--- src/rob_config.svh ---
`ifndef ROB_CONFIG_SVH
`define ROB_CONFIG_SVH

// sizing of the reorder buffer subsystem

// number of entries including entry 0
// entry 0 stays empty so that tag 0 can mean no tag
// must be a power of two so the tag field wraps cleanly
`define ROB_DEPTH 8

// number of alu result buses feeding the buffer
`define NUM_ALU_PORTS 2

// tag of the first usable entry
// pointers return here on reset and on flush
`define ROB_FIRST_TAG 1

`endif
--- src/design/rob_pkg.sv ---
`default_nettype none

package rob_pkg;

`include "rob_config.svh"

    // tag width follows the entry count
    localparam int TAG_W = $clog2(`ROB_DEPTH);

    typedef logic [TAG_W-1:0] tag_t;
    typedef logic [31:0] word_t;

    // what the entry does when it reaches the head
    typedef enum logic [1:0] {
        OP_REG = 2'd0,
        OP_ST  = 2'd1,
        OP_BR  = 2'd2
    } op_kind_t;

    // destination word of an entry
    // register ops read the low five bits, stores read the full address
    typedef union packed {
        struct packed {
            logic [26:0] pad;
            logic [4:0]  idx;
        } rd;
        word_t addr;
    } rob_dest_u;

    // step a pointer and skip entry 0 on wrap
    function automatic tag_t next_tag(input tag_t t);
        if (t == tag_t'(`ROB_DEPTH - 1)) begin
            return tag_t'(`ROB_FIRST_TAG);
        end
        return t + tag_t'(1);
    endfunction

endpackage

`default_nettype wire

--- src/design/reorder_buffer.sv ---
`timescale 1ns/100ps
`default_nettype none

`include "rob_config.svh"

// reorder buffer top
// dispatch side, entry storage and commit side
module reorder_buffer
    import rob_pkg::*;
(
    input  wire logic                      clk,
    input  wire logic                      reset,
    // from the decoder
    input  wire logic                      valid_in,
    input  wire op_kind_t                  op_kind,
    input  wire rob_dest_u                 dest,
    // result buses
    input  wire logic [`NUM_ALU_PORTS-1:0] alu_valid,
    input  wire tag_t                      alu_tag [`NUM_ALU_PORTS],
    input  wire word_t                     alu_val [`NUM_ALU_PORTS],
    input  wire logic                      mem_valid,
    input  wire tag_t                      mem_tag,
    input  wire word_t                     mem_val,
    input  wire word_t                     mem_addr,
    input  wire logic                      cmp_valid,
    input  wire tag_t                      cmp_tag,
    input  wire logic                      cmp_mispredict,
    // to the decoder
    output tag_t                           alloc_tag,
    output logic                           full,
    // to the register file
    output logic                           reg_write,
    output logic [4:0]                     reg_rd,
    output tag_t                           reg_tag,
    output word_t                          reg_val,
    // to the memory unit
    output logic                           mem_write,
    output word_t                          mem_address,
    output word_t                          mem_wdata,
    output logic                           flush
);

    logic                  dispatch_en;
    tag_t                  in_tag;
    logic [`ROB_DEPTH-1:0] busy;
    logic                  commit_en;
    tag_t                  head_tag;
    logic                  head_ready;
    op_kind_t              head_kind;
    rob_dest_u             head_dest;
    word_t                 head_val;
    logic                  head_mispredict;

    rob_dispatch dispatch_i (
        .clk, .reset, .valid_in, .busy, .flush,
        .dispatch_en, .in_tag, .alloc_tag, .full
    );

    rob_entries entries_i (
        .clk, .reset, .flush, .dispatch_en, .in_tag, .op_kind, .dest,
        .alu_valid, .alu_tag, .alu_val,
        .mem_valid, .mem_tag, .mem_val, .mem_addr,
        .cmp_valid, .cmp_tag, .cmp_mispredict,
        .commit_en, .head_tag, .busy,
        .head_ready, .head_kind, .head_dest, .head_val, .head_mispredict
    );

    rob_commit commit_i (
        .clk, .reset,
        .head_ready, .head_kind, .head_dest, .head_val, .head_mispredict,
        .commit_en, .head_tag,
        .reg_write, .reg_rd, .reg_tag, .reg_val,
        .mem_write, .mem_address, .mem_wdata, .flush
    );

endmodule

`default_nettype wire

--- src/design/rob_commit.sv ---
`timescale 1ns/100ps
`default_nettype none

`include "rob_config.svh"

// output side of the reorder buffer
// retires the head entry in program order, one per cycle
module rob_commit
    import rob_pkg::*;
(
    input  wire logic      clk,
    input  wire logic      reset,
    // head entry from the storage
    input  wire logic      head_ready,
    input  wire op_kind_t  head_kind,
    input  wire rob_dest_u head_dest,
    input  wire word_t     head_val,
    input  wire logic      head_mispredict,
    // retirement strobe and index back to the storage
    output logic           commit_en,
    output tag_t           head_tag,
    // register file write
    output logic           reg_write,
    output logic [4:0]     reg_rd,
    output tag_t           reg_tag,
    output word_t          reg_val,
    // memory unit write
    output logic           mem_write,
    output word_t          mem_address,
    output word_t          mem_wdata,
    // mispredicted branch at the head
    output logic           flush
);

    // oldest entry still in flight
    tag_t head_ptr;

    assign head_tag = head_ptr;

    // the head retires as soon as its result is in
    assign commit_en = head_ready;

    // decode the head by kind
    always_comb begin
        reg_write   = 1'b0;
        reg_rd      = '0;
        reg_tag     = '0;
        reg_val     = '0;
        mem_write   = 1'b0;
        mem_address = '0;
        mem_wdata   = '0;
        flush       = 1'b0;
        if (head_ready) begin
            case (head_kind)
                OP_REG: begin
                    // loads come through here too
                    reg_write = 1'b1;
                    reg_rd    = head_dest.rd.idx;
                    reg_tag   = head_ptr;
                    reg_val   = head_val;
                end
                OP_ST: begin
                    mem_write   = 1'b1;
                    mem_address = head_dest.addr;
                    mem_wdata   = head_val;
                end
                OP_BR: begin
                    // a correct branch leaves without any strobe
                    flush = head_mispredict;
                end
                default: begin
                    // kind 3 is never dispatched
                end
            endcase
        end
    end

    // commit pointer
    always_ff @(posedge clk) begin
        if (reset || flush) begin
            head_ptr <= tag_t'(`ROB_FIRST_TAG);
        end else if (commit_en) begin
            head_ptr <= next_tag(head_ptr);
        end
    end

endmodule

`default_nettype wire

--- src/design/rob_entries.sv ---
`timescale 1ns/100ps
`default_nettype none

`include "rob_config.svh"

// entry storage of the reorder buffer
// filled from dispatch and from the result buses, drained at the head
module rob_entries
    import rob_pkg::*;
(
    input  wire logic                     clk,
    input  wire logic                     reset,
    input  wire logic                     flush,
    // dispatch write
    input  wire logic                     dispatch_en,
    input  wire tag_t                     in_tag,
    input  wire op_kind_t                 op_kind,
    input  wire rob_dest_u                dest,
    // alu result buses
    input  wire logic [`NUM_ALU_PORTS-1:0] alu_valid,
    input  wire tag_t                     alu_tag [`NUM_ALU_PORTS],
    input  wire word_t                    alu_val [`NUM_ALU_PORTS],
    // memory result bus
    input  wire logic                     mem_valid,
    input  wire tag_t                     mem_tag,
    input  wire word_t                    mem_val,
    input  wire word_t                    mem_addr,
    // compare result bus
    input  wire logic                     cmp_valid,
    input  wire tag_t                     cmp_tag,
    input  wire logic                     cmp_mispredict,
    // retirement of the head entry
    input  wire logic                     commit_en,
    input  wire tag_t                     head_tag,
    // occupancy for the dispatch side
    output logic [`ROB_DEPTH-1:0]         busy,
    // head entry as seen by commit
    output logic                          head_ready,
    output op_kind_t                      head_kind,
    output rob_dest_u                     head_dest,
    output word_t                         head_val,
    output logic                          head_mispredict
);

    // control bits per entry
    logic [`ROB_DEPTH-1:0] busy_q;
    logic [`ROB_DEPTH-1:0] ready_q;
    logic [`ROB_DEPTH-1:0] misp_q;

    // payload per entry
    op_kind_t  kind_q [`ROB_DEPTH];
    rob_dest_u dest_q [`ROB_DEPTH];
    word_t     val_q  [`ROB_DEPTH];

    // result strobes that land on a live entry
    logic [`NUM_ALU_PORTS-1:0] alu_hit;
    logic                      mem_hit;
    logic                      cmp_hit;

    always_comb begin
        for (int i = 0; i < `NUM_ALU_PORTS; i++) begin
            alu_hit[i] = alu_valid[i] && busy_q[alu_tag[i]];
        end
        // the memory port only completes loads and stores
        mem_hit = mem_valid && busy_q[mem_tag]
                  && (kind_q[mem_tag] == OP_REG || kind_q[mem_tag] == OP_ST);
        cmp_hit = cmp_valid && busy_q[cmp_tag];
    end

    // busy, ready and mispredict bits
    always_ff @(posedge clk) begin
        if (reset || flush) begin
            // empty the whole buffer and drop the results of this cycle
            busy_q  <= '0;
            ready_q <= '0;
            misp_q  <= '0;
        end else begin
            if (dispatch_en) begin
                busy_q[in_tag]  <= 1'b1;
                ready_q[in_tag] <= 1'b0;
                misp_q[in_tag]  <= 1'b0;
            end
            for (int i = 0; i < `NUM_ALU_PORTS; i++) begin
                if (alu_hit[i]) begin
                    ready_q[alu_tag[i]] <= 1'b1;
                end
            end
            if (mem_hit) begin
                ready_q[mem_tag] <= 1'b1;
            end
            if (cmp_hit) begin
                ready_q[cmp_tag] <= 1'b1;
                // acted on only when the branch reaches the head
                misp_q[cmp_tag]  <= cmp_mispredict;
            end
            // retiring entry is freed for the dispatch side
            if (commit_en) begin
                busy_q[head_tag]  <= 1'b0;
                ready_q[head_tag] <= 1'b0;
                misp_q[head_tag]  <= 1'b0;
            end
        end
    end

    // kind, destination and value
    always_ff @(posedge clk) begin
        if (dispatch_en) begin
            kind_q[in_tag] <= op_kind;
            dest_q[in_tag] <= dest;
        end
        for (int i = 0; i < `NUM_ALU_PORTS; i++) begin
            if (alu_hit[i]) begin
                val_q[alu_tag[i]] <= alu_val[i];
            end
        end
        if (mem_hit) begin
            // load value or store data
            val_q[mem_tag] <= mem_val;
            // a store learns its address only now
            if (kind_q[mem_tag] == OP_ST) begin
                dest_q[mem_tag].addr <= mem_addr;
            end
        end
    end

    assign busy = busy_q;

    // head entry fields
    assign head_ready      = ready_q[head_tag];
    assign head_kind       = kind_q[head_tag];
    assign head_dest       = dest_q[head_tag];
    assign head_val        = val_q[head_tag];
    assign head_mispredict = misp_q[head_tag];

endmodule

`default_nettype wire

--- src/design/rob_dispatch.sv ---
`timescale 1ns/100ps
`default_nettype none

`include "rob_config.svh"

// input side of the reorder buffer
// keeps the allocation pointer and reports full back to the decoder
module rob_dispatch
    import rob_pkg::*;
(
    input  wire logic                  clk,
    input  wire logic                  reset,
    // strobe from the decoder
    input  wire logic                  valid_in,
    // occupancy of every entry
    input  wire logic [`ROB_DEPTH-1:0] busy,
    // mispredicted branch retiring this cycle
    input  wire logic                  flush,
    // write enable and index into the entry storage
    output logic                       dispatch_en,
    output tag_t                       in_tag,
    // to the decoder
    output tag_t                       alloc_tag,
    output logic                       full
);

    // next entry waiting for an instruction
    tag_t in_ptr;

    // the buffer is full once the pointer lands on an entry
    // that has not retired yet
    assign full = busy[in_ptr];

    // a strobe while full is dropped and the decoder holds the instruction
    assign dispatch_en = valid_in && !full;

    // the storage writes at the same index the decoder sees
    assign in_tag    = in_ptr;
    assign alloc_tag = in_ptr;

    // pointer walks 1 .. ROB_DEPTH-1 and wraps back to 1
    always_ff @(posedge clk) begin
        if (reset || flush) begin
            in_ptr <= tag_t'(`ROB_FIRST_TAG);
        end else if (dispatch_en) begin
            in_ptr <= next_tag(in_ptr);
        end
    end

endmodule

`default_nettype wire

--- config.mk ---
export PLATFORM = sky130hd
export DESIGN_NAME = reorder_buffer
export DESIGN_NICKNAME = d
export VERILOG_FILES = /design/src/design/rob_pkg.sv /design/src/design/reorder_buffer.sv /design/src/design/rob_commit.sv /design/src/design/rob_entries.sv /design/src/design/rob_dispatch.sv
export VERILOG_INCLUDE_DIRS = /design/src
export SDC_FILE = /design/constraint.sdc
export NUM_CORES = 1
export LEC_CHECK = 0
export BUFFER_PORTS_ARGS = -buffer_cell sky130_fd_sc_hd__buf_2
export CORE_MARGIN = 8
export CORE_UTILIZATION = 40
export DETAILED_ROUTE_END_ITERATION = 10
export GPL_ROUTABILITY_DRIVEN = 0
export GPL_TIMING_DRIVEN = 1
export PLACE_DENSITY_LB_ADDON = 0.08
export SYNTH_ARGS = -nofsm -noshare
export SYNTH_HDL_FRONTEND = slang
export SYNTH_SLANG_ARGS = --single-unit
--- constraint.sdc ---
create_clock -name clk -period 16.6 [get_ports clk]
set_input_delay 0.83 -clock clk [delete_from_list [all_inputs] [get_ports clk]]
set_output_delay 0.83 -clock clk [all_outputs]
set_load 0.01 [all_outputs]
==> results of run 1 <==
state kept, by name, indices dropped and copies added (netlist names), named ones only:
name and count:
commit_i.head_tag 3, entries_i.val_q 256, entries_i.dest_q 256, entries_i.ready_q 8, dispatch_i.alloc_tag 3, entries_i.misp_q 8, entries_i.busy 8, entries_i.kind_q 16
synth_stat cells, types with 4 or more instances:
master	number
or3_1	4
dfxtp_1	33
nand4_1	13
o21ai_0	107
ha_1	4
mux2i_1	333
o211a_1	10
nor3b_1	4
nand3b_1	4
a21oi_1	164
buf_1	107
inv_1	18
o211ai_1	10
mux4_2	140
buf_6	6
buf_2	62
nor2b_1	8
and3_1	15
edfxtp_1	528
mux2_2	205
nand2b_1	9
nand3_1	8
nor3_1	12
mux2_4	58
nor2_1	293
a22oi_1	4
buf_4	4
nand2_1	116
clkbuf_1	96
cell families after synthesis:
group | synth area share
compound gates | 0.05463
fa+ha+maj | 0.001600
buf+inv | 0.03955
flops | 0.5279
mux | 0.3089
simple gates | 0.06746
final cells by class:
class,count,area (um^2)
antenna,20,50.05
clock buffer,86,1810
clock inverter,29,215.2
fill,7088,41990
inverter,18,67.56
multi-input combinational,1553,13640
sequential,561,16530
tap,1040,1301
timing repair buffer,346,1867
worst max-delay path, stage by stage, from the launching register on:
cell and delay [ns]:
dfxtp_4 0.87, mux4_2 0.59, mux2i_1 0.40, nand3b_1 0.59, buf_4 0.75, nor2_1 0.13
buf_2 0.18
cells in the final DEF, fill, tap and decap left out, types with 4 or more instances in the layout:
cell type / synthesis / routed
a21oi_1: 164 / 164
a22oi_1: 4 / 4
and3_1: 15 / 11
and3_2: 0 / 4
buf_2: 62 / 292
buf_4: 4 / 54
clkbuf_1: 96 / 15
clkbuf_16: 0 / 69
clkinv_1: 0 / 10
clkinv_2: 0 / 10
dfxtp_1: 33 / 30
diode_2: 0 / 20
edfxtp_1: 528 / 528
ha_1: 4 / 4
inv_1: 18 / 17
inv_6: 0 / 5
mux2_2: 205 / 205
mux2_4: 58 / 58
mux2i_1: 333 / 333
mux4_2: 140 / 140
nand2_1: 116 / 112
nand2_2: 0 / 4
nand2b_1: 9 / 8
nand3_1: 8 / 6
nand3b_1: 4 / 4
nand4_1: 13 / 13
nor2_1: 293 / 293
nor2b_1: 8 / 8
nor3_1: 12 / 12
nor3b_1: 4 / 4
o211a_1: 10 / 9
o211ai_1: 10 / 10
o21ai_0: 107 / 105
or3_1: 4 / 4
final timing paths:
kind / cells past startpoint / slack (ns) / end
worst max-delay path: 6 / 11.59 / mem_address[7]
worst min-delay path: 1 / 0.51 / entries_i.kind_q[1][0]
worst max register to register: 7 / 13.07 / entries_i.dest_q[4][2]
worst min register to register: 2 / 0.57 / entries_i.misp_q[5]
through the flow:
step / power (W) / cell area, um^2 / std cells / worst slack, ns
after global routing: 0.003853 / 35450 / 3643 / 11.29
after detailed placement: 0.002354 / 33400 / 3518 / 12.13
after floorplan: 0.002127 / 31290 / 2407 / 10.85
final: 0.003708 / 35470 / 3653 / 11.59
after global placement: 0.002344 / 33400 / 3518 / 12.21
after CTS: 0.003758 / 35420 / 3633 / 11.45
routing by layer:
| metal | part of all wire | routed length [um] | up-vias |
|---|---|---|---|
| met5 | 0.0010 | 103 | - |
| met4 | 0.030 | 2950 | 18 |
| met3 | 0.057 | 5667 | 211 |
| met2 | 0.51 | 50290 | 690 |
| met1 | 0.41 | 40430 | 10360 |
| li1 | - | - | 9362 |
where the power goes:
group          leakage (nW)  internal [W]  switching [W]
sequential             5.04       0.00161      0.0000548
clock                 0.995      0.000802       0.000596
combinational          7.35      0.000294       0.000349
==> results_dict.tcl, run 1 <==
set metrics [dict create \
    postRouteAntennaNets 0 \
    synth_top_area_frac 0.5067 \
    period_minus_slack_ns 5.006 \
    vias 20640 \
    grt_max_degree 67 \
    skew_ns 0.02178 \
    timing.final.crit_share 0.3015 \
    initial_core_util 0.4039 \
    final_util 0.4579 \
    holdWs_ns 0.5114 \
    ctsResizeCount 0 \
    port_buffers 292 \
    synthDistinctLibCells 51 \
    drc 0 \
    clkLatencyLatePin_ns 0.61 \
    rows 102 \
    timing.setup.tns_ns 0 \
    dp_hpwl_um 57230 \
    io_pins 293 \
    worstPathRequired_ns 15.77 \
    cts.sinks 561 \
    hp-class "in2reg" \
    syn-mean-instance-area_um2 13.00 \
    hp-start "op_kind[0]" \
    synth-seq-area-share 0.5279 \
    outcome "finished, final reports clean" \
    tightest_slew_ns 1.052 \
    clk_pin_slew_worst_paths_ns 0.06 \
    die_h_um 295.7 \
    gr-total-overflow 0 \
    synth_seq_cells 561 \
    grtUsageMet3 0.04385 \
    fmax_ghz 0.1998 \
    path_max_fanout 58 \
    slew_headroom 0.2986 \
    clockBufferDepth 3 \
    grt_pass1_vias 21380 \
    yosysWarningCount 0 \
    cts_setup_buffers 0 \
    drive_above_1_share 0.3344 \
    irDropWorstVdd_mv 0.05799 \
    drv_cap 0 \
    fin_nets 2733 \
    dieArea_um2 87430 \
    cts_buffers 67 \
    rsz0062_at_grt "false" \
    htree_levels 3 \
    synth_flop_cell "edfxtp_1" \
    grt_pass1_wl_um 144500 \
    path_class "reg2out" \
    syn_to_final_growth_pct 13.38 \
    crit_arrival_ns 4.18 \
    syn_inst 2407 \
    routed_wl_um 99450 \
    grt_antenna_before_repair 32 \
    synth_edf_count 528 \
    r2r_start "entries_i.busy[7]" \
    crit_path_start_kind "flop" \
    die_w_um 295.7 \
    drt_iter0_drc 1518 \
    finalHoldViolations 0 \
    async_flop_share 0 \
    gr-usage-met2 0.3917 \
    p_leak_nw 13.39 \
    finalSetupViolCount 0 \
    cts_tree "yes" \
    synth_area_leaders "edfxtp_1 51%, mux2i_1 11%, mux4_2 10%, mux2_2 7.4%, nor2_1 3.5%" \
    firstDrtPassIters 5 \
    synth_top_cell_by_area "edfxtp_1" \
    maxSlewViolCount 0 \
    track_usage 0.2228 \
    ctsHoldBuffers 0 \
    global_route.usage.met1 0.2733 \
    wl_per_cell_um 27.22 \
    cp-end-kind "primary output" \
    root_buffer "clkbuf_16" \
    synth_fp_nets 2593 \
    core-area_um2 77470 \
    power_density_nw_per_um2 104.5 \
    via_per_inst 5.651 \
    top_usage_layer "met2" \
    syn_area_um2 31290 \
]
Note: power is estimated with default switching activity, not from simulation.
==> run 2, diff against run 1 <==
==> constraint.sdc (replaced) <==
create_clock -name clk -period 5.1 [get_ports clk]
set_input_delay 0.255 -clock clk [delete_from_list [all_inputs] [get_ports clk]]
set_output_delay 0.255 -clock clk [all_outputs]
set_load 0.01 [all_outputs]
==> results_dict.tcl, run 2 (synthesized netlist as in run 1, its figures left out) <==
set metrics [dict create \
    outcome "finished, final reports clean" \
    worst-r2r-setup-slack_ns 1.66 \
    cts.sinks 561 \
    fin_nets 2735 \
    fmax_ghz 0.2601 \
    syn_to_final_growth_pct 13.80 \
    gr-total-overflow 0 \
    wl_per_cell_um 26.81 \
    cts_buffers 69 \
    core-area_um2 77470 \
    rsz0062_at_grt "false" \
    finalSetupViolCount 0 \
    clkLatencyLatePin_ns 0.61 \
    cp.depth 6 \
    htree_levels 3 \
    final_util 0.4597 \
    timing.setup.tns_ns 0 \
    initial_core_util 0.4039 \
    clk_pin_slew_worst_paths_ns 0.06 \
    irDropWorstVdd_mv 0.2300 \
    vias 20770 \
    crit_end "reg_val[16]" \
    io_pins 293 \
    holdWs_ns 0.03760 \
    slew_headroom 0.1987 \
    hp-start "mem_val[7]" \
    worstPathRequired_ns 4.85 \
    die_w_um 295.7 \
    layout_common_cells "528 x edfxtp_1, 333 x mux2i_1, 293 x nor2_1" \
    skew_ns 0.01343 \
    maxSlewViolCount 0 \
    routed_wl_um 97860 \
    cp_top_family "buffers and inverters" \
    tightest_slew_ns 1.197 \
    drv_cap 0 \
    period_minus_slack_ns 3.845 \
    top_regs "entries_i.dest_q (256), entries_i.val_q (256), entries_i.kind_q (16)" \
    path_max_fanout 48 \
    finalHoldViolations 0 \
    drive_above_1_share 0.3349 \
    grt_pass1_wl_um 143500 \
    grt_max_degree 66 \
    cts_tree "yes" \
    cp-end-kind "primary output" \
    path_class "reg2out" \
    power.total_w 0.01225 \
    path_buf_inv 3 \
    dieArea_um2 87430 \
    worstPathCellList "buf_4, buf_4, mux4_2, mux2i_1, nor2_1, buf_2" \
    final_common_cell "edfxtp_1" \
    postRouteAntennaNets 0 \
    drt_iter0_drc 1463 \
    rr_endpoint "entries_i.dest_q[6][16]" \
    r2r_start "entries_i.busy[2]" \
    port_buffers 292 \
    cts_setup_buffers 0 \
    rows 102 \
    die_h_um 295.7 \
    via_per_inst 5.691 \
    clockBufferDepth 3 \
    crit_arrival_ns 3.59 \
    max_stage_delay_ns 0.78 \
    crit_path_start_kind "flop" \
    grt_pass1_vias 21540 \
    track_usage 0.2190 \
    root_buffer "clkbuf_16" \
    grt_antenna_before_repair 29 \
    hp-class "in2reg" \
    drc 0 \
    power_density_nw_per_um2 344.2 \
    firstDrtPassIters 5 \
    crit_path_frequent_cell "buf_4" \
    dp_hpwl_um 59640 \
    crit_slowest_cell "buf_4" \
    rr_worst_depth 6 \
    p_leak_nw 13.47 \
    timing.final.crit_share 0.7539 \
]
-- run 2: cell types whose count changed in the layout (fill, tap and decap cells not counted), sizes merged, moves of 2 or more --
cell	delta
buf	-2
clkinv	+3
diode	-5
dlygate4sd3	+2
inv	-2
-- run 2: worst min path at each step --
stage / end / depth (start not counted)
detailed placement: entries_i.kind_q[4][0] / 1
floorplan: entries_i.kind_q[0][0] / 0
CTS: entries_i.val_q[2][7] / 3
global route: entries_i.val_q[6][20] / 3
global placement: entries_i.kind_q[5][0] / 1
finish: entries_i.val_q[2][7] / 3
-- run 2: metrics by stage --
step	std cells	worst slack, ns	instance area [um^2]
2_1_floorplan	2407	1.058	31290
3_3_place_gp	3516	1.584	33440
3_5_place_dp	3516	1.528	33440
4_1_cts	3635	1.096	35570
5_1_grt	3644	0.9867	35590
6_report	3650	1.255	35610
-- run 2: worst register-to-register path, delay by kind of cell (launching register included) --
family,cells,cell delay (ns)
AOI/OAI and AO/OA,1,0.81
buffers and inverters,1,0.51
and+or+nand+nor,2,0.87
DFF,1,0.51
muxes,2,0.49
-- run 2: final cells by class --
cell class / instances / area [um^2]
antenna: 15 / 37.54
clock buffer: 87 / 1878
clock inverter: 30 / 235.2
fill: 6996 / 41860
inverter: 18 / 67.56
multi-input combinational: 1553 / 13640
sequential: 561 / 16530
tap: 1040 / 1301
timing repair buffer: 346 / 1922
-- run 2: power breakdown --
group | switching [W] | internal, W | total (W)
combinational | 0.00116 | 0.000969 | 0.00213
sequential | 0.000172 | 0.00525 | 0.00542
clock | 0.00195 | 0.00275 | 0.00470
total | 0.00329 | 0.00897 | 0.0123
-- run 2: per-layer routing --
layer / GRT usage / part of all wire
met5: 0 / 0.0012
met4: 0.06241 / 0.027
met3: 0.04295 / 0.059
met2: 0.3872 / 0.51
met1: 0.2714 / 0.41
-- run 2: repair_timing --
| item | 4_1_cts | 5_1_grt |
|---|---|---|
| hold buffers | 2 | 0 |
| hold endpoints to repair | 16 | 0 |
| resized for setup | 0 | 0 |
==> run 3, diff against run 2 <==
==> constraint.sdc (replaced) <==
create_clock -name clk -period 3.6 [get_ports clk]
set_input_delay 0.18 -clock clk [delete_from_list [all_inputs] [get_ports clk]]
set_output_delay 0.18 -clock clk [all_outputs]
set_load 0.01 [all_outputs]
==> results_dict.tcl, run 3 (synthesized netlist as in run 1, its figures left out) <==
set metrics [dict create \
    outcome "finished, final reports clean" \
    maxSlewViolCount 0 \
    cts_buffers 67 \
    p_leak_nw 14.22 \
    fillers 6903 \
    timing.final.crit_share 0.8968 \
    sequentialPowerShare 0.436 \
    postRouteAntennaNets 0 \
    layout_common_cells "528 x edfxtp_1, 333 x mux2i_1, 293 x nor2_1" \
    grt_pass1_vias 22280 \
    port_buffers 292 \
    finalSetupViolCount 0 \
    crit_path_start_kind "flop" \
    p_int_w 0.01273 \
    slew_headroom 0.3443 \
    firstDrtPassIters 5 \
    htree_levels 3 \
    cts_tree "yes" \
    dp_hpwl_um 60110 \
    drt_iter0_drc 1571 \
    path_buf_inv 2 \
    core-area_um2 77470 \
    gr-total-overflow 0 \
    hp-class "in2reg" \
    root_buffer "clkbuf_16" \
    worstPathCellList "mux4_2, mux2i_1, nand3_2, buf_12, nor2_1, buf_2" \
    power_density_nw_per_um2 466.3 \
    die_h_um 295.7 \
    irDropWorstVdd_mv 0.2853 \
    worstPathRequired_ns 3.42 \
    drc 0 \
    clkLatencyLatePin_ns 0.60 \
    clockPowerShare 0.376 \
    fin_cells 3801 \
    rsz0062_at_grt "false" \
    syn_to_final_growth_pct 19.50 \
    seq_area_um2 16530 \
    skew_ns 0.02130 \
    tightest_slew_ns 0.9824 \
    fin_ws_ns 0.3716 \
    drive_above_1_share 0.3233 \
    top_regs "entries_i.dest_q (256), entries_i.val_q (256), entries_i.kind_q (16)" \
    period_minus_slack_ns 3.228 \
    rows 102 \
    grt_antenna_before_repair 19 \
    clockBufferDepth 3 \
    path_max_fanout 36 \
    multiInputGateArea_um2 13640 \
    wl_per_cell_um 26.23 \
    final_common_cell "edfxtp_1" \
    finalHoldViolations 0 \
    dieArea_um2 87430 \
    p_sw_w 0.004705 \
    die_w_um 295.7 \
    dp.cells 3538 \
    clk_pin_slew_worst_paths_ns 0.06 \
    max_stage_delay_ns 0.55 \
    track_usage 0.2250 \
    initial_core_util 0.4039 \
    io_pins 293 \
    routed_wl_um 99690 \
    pre_cts_slack_ns 0.8603 \
    crit_slowest_cell "mux4_2" \
    grt_max_degree 66 \
    grt_pass1_wl_um 147900 \
    vias 21260 \
    path_class "reg2out" \
    cts.sinks 561 \
    cp-end-kind "primary output" \
    cp_top_family "multiplexers" \
    cts_setup_buffers 0 \
    drv_cap 0 \
    crit_arrival_ns 3.05 \
    fin_nets 2886 \
    via_per_inst 5.592 \
    p_comb_frac 0.187 \
    fmax_ghz 0.3097 \
    switching_share 0.2699 \
]
run 3: final cells by class:
type                    instances  share of cell area
clock inverters                39            0.007730
well taps                    1040             0.03480
flip-flops and latches        561              0.4420
clock buffers                  80             0.04785
inverters                      18            0.001807
repair buffers                499              0.1003
diodes                         11           0.0007362
multi-input cells            1553              0.3648
run 3: layer usage:
layer	routed length (um)	share of wire	vias to the layer above	track usage
met1	41160	0.41	10740	0.2816
met5	104	0.0010	-	0
li1	-	-	9680	-
met2	50210	0.50	622	0.3944
met4	2825	0.028	16	0.06586
met3	5390	0.054	194	0.04318
run 3: final timing paths:
| check | startpoint | to | slack, ns | cells past startpoint |
|---|---|---|---|---|
| worst max-delay path | flop | reg_val[11] | 0.37 | 6 |
| worst min-delay path | valid_in | dispatch_i.alloc_tag[2] | 0.04 | 4 |
| worst max register to register | entries_i.busy[5] | entries_i.dest_q[1][7] | 0.42 | 8 |
| worst min register to register | entries_i.misp_q[5] | entries_i.misp_q[5] | 0.57 | 2 |
run 3: what timing repair did:
item                      in CTS  in global routing
hold buffers                 133                  0
gates resized for setup        0                  0
hold endpoints to repair     415                  0
run 3: worst reg2reg max path, stage by stage, from the launching register on:
cell and delay, ns:
dfxtp_1 0.30, buf_4 0.16, mux2_2 0.27, o2bb2ai_1 0.22
or2_2 0.41, nand4_1 0.20, buf_4 0.42, mux2_2 0.39
dlygate4sd3_1 0.56
run 3: per-stage QoR:
step	total power [W]	util	hold slack, ns	instance area, um^2	setup TNS, ns
2_1_floorplan	0.009809	-	0.2789	31300	-10.99
3_3_place_gp	0.01091	0.4383	0.4492	33950	0
3_5_place_dp	0.01095	0.4383	0.4390	33950	0
4_1_cts	0.01766	0.4823	0.006457	37360	0
5_1_grt	0.01814	0.4824	0.03808	37370	0
6_report	0.01743	0.4827	0.04042	37390	0
run 3: power by group through the flow:
| stage | logic [W] | registers [W] | clock network (W) |
|---|---|---|---|
| after floorplan | 0.00218 | 0.00763 | 0 |
| after global placement | 0.00316 | 0.00774 | 0 |
| after detailed placement | 0.00320 | 0.00775 | 0 |
| after CTS | 0.00333 | 0.00762 | 0.00672 |
| after global routing | 0.00353 | 0.00764 | 0.00697 |
| final | 0.00326 | 0.00761 | 0.00656 |
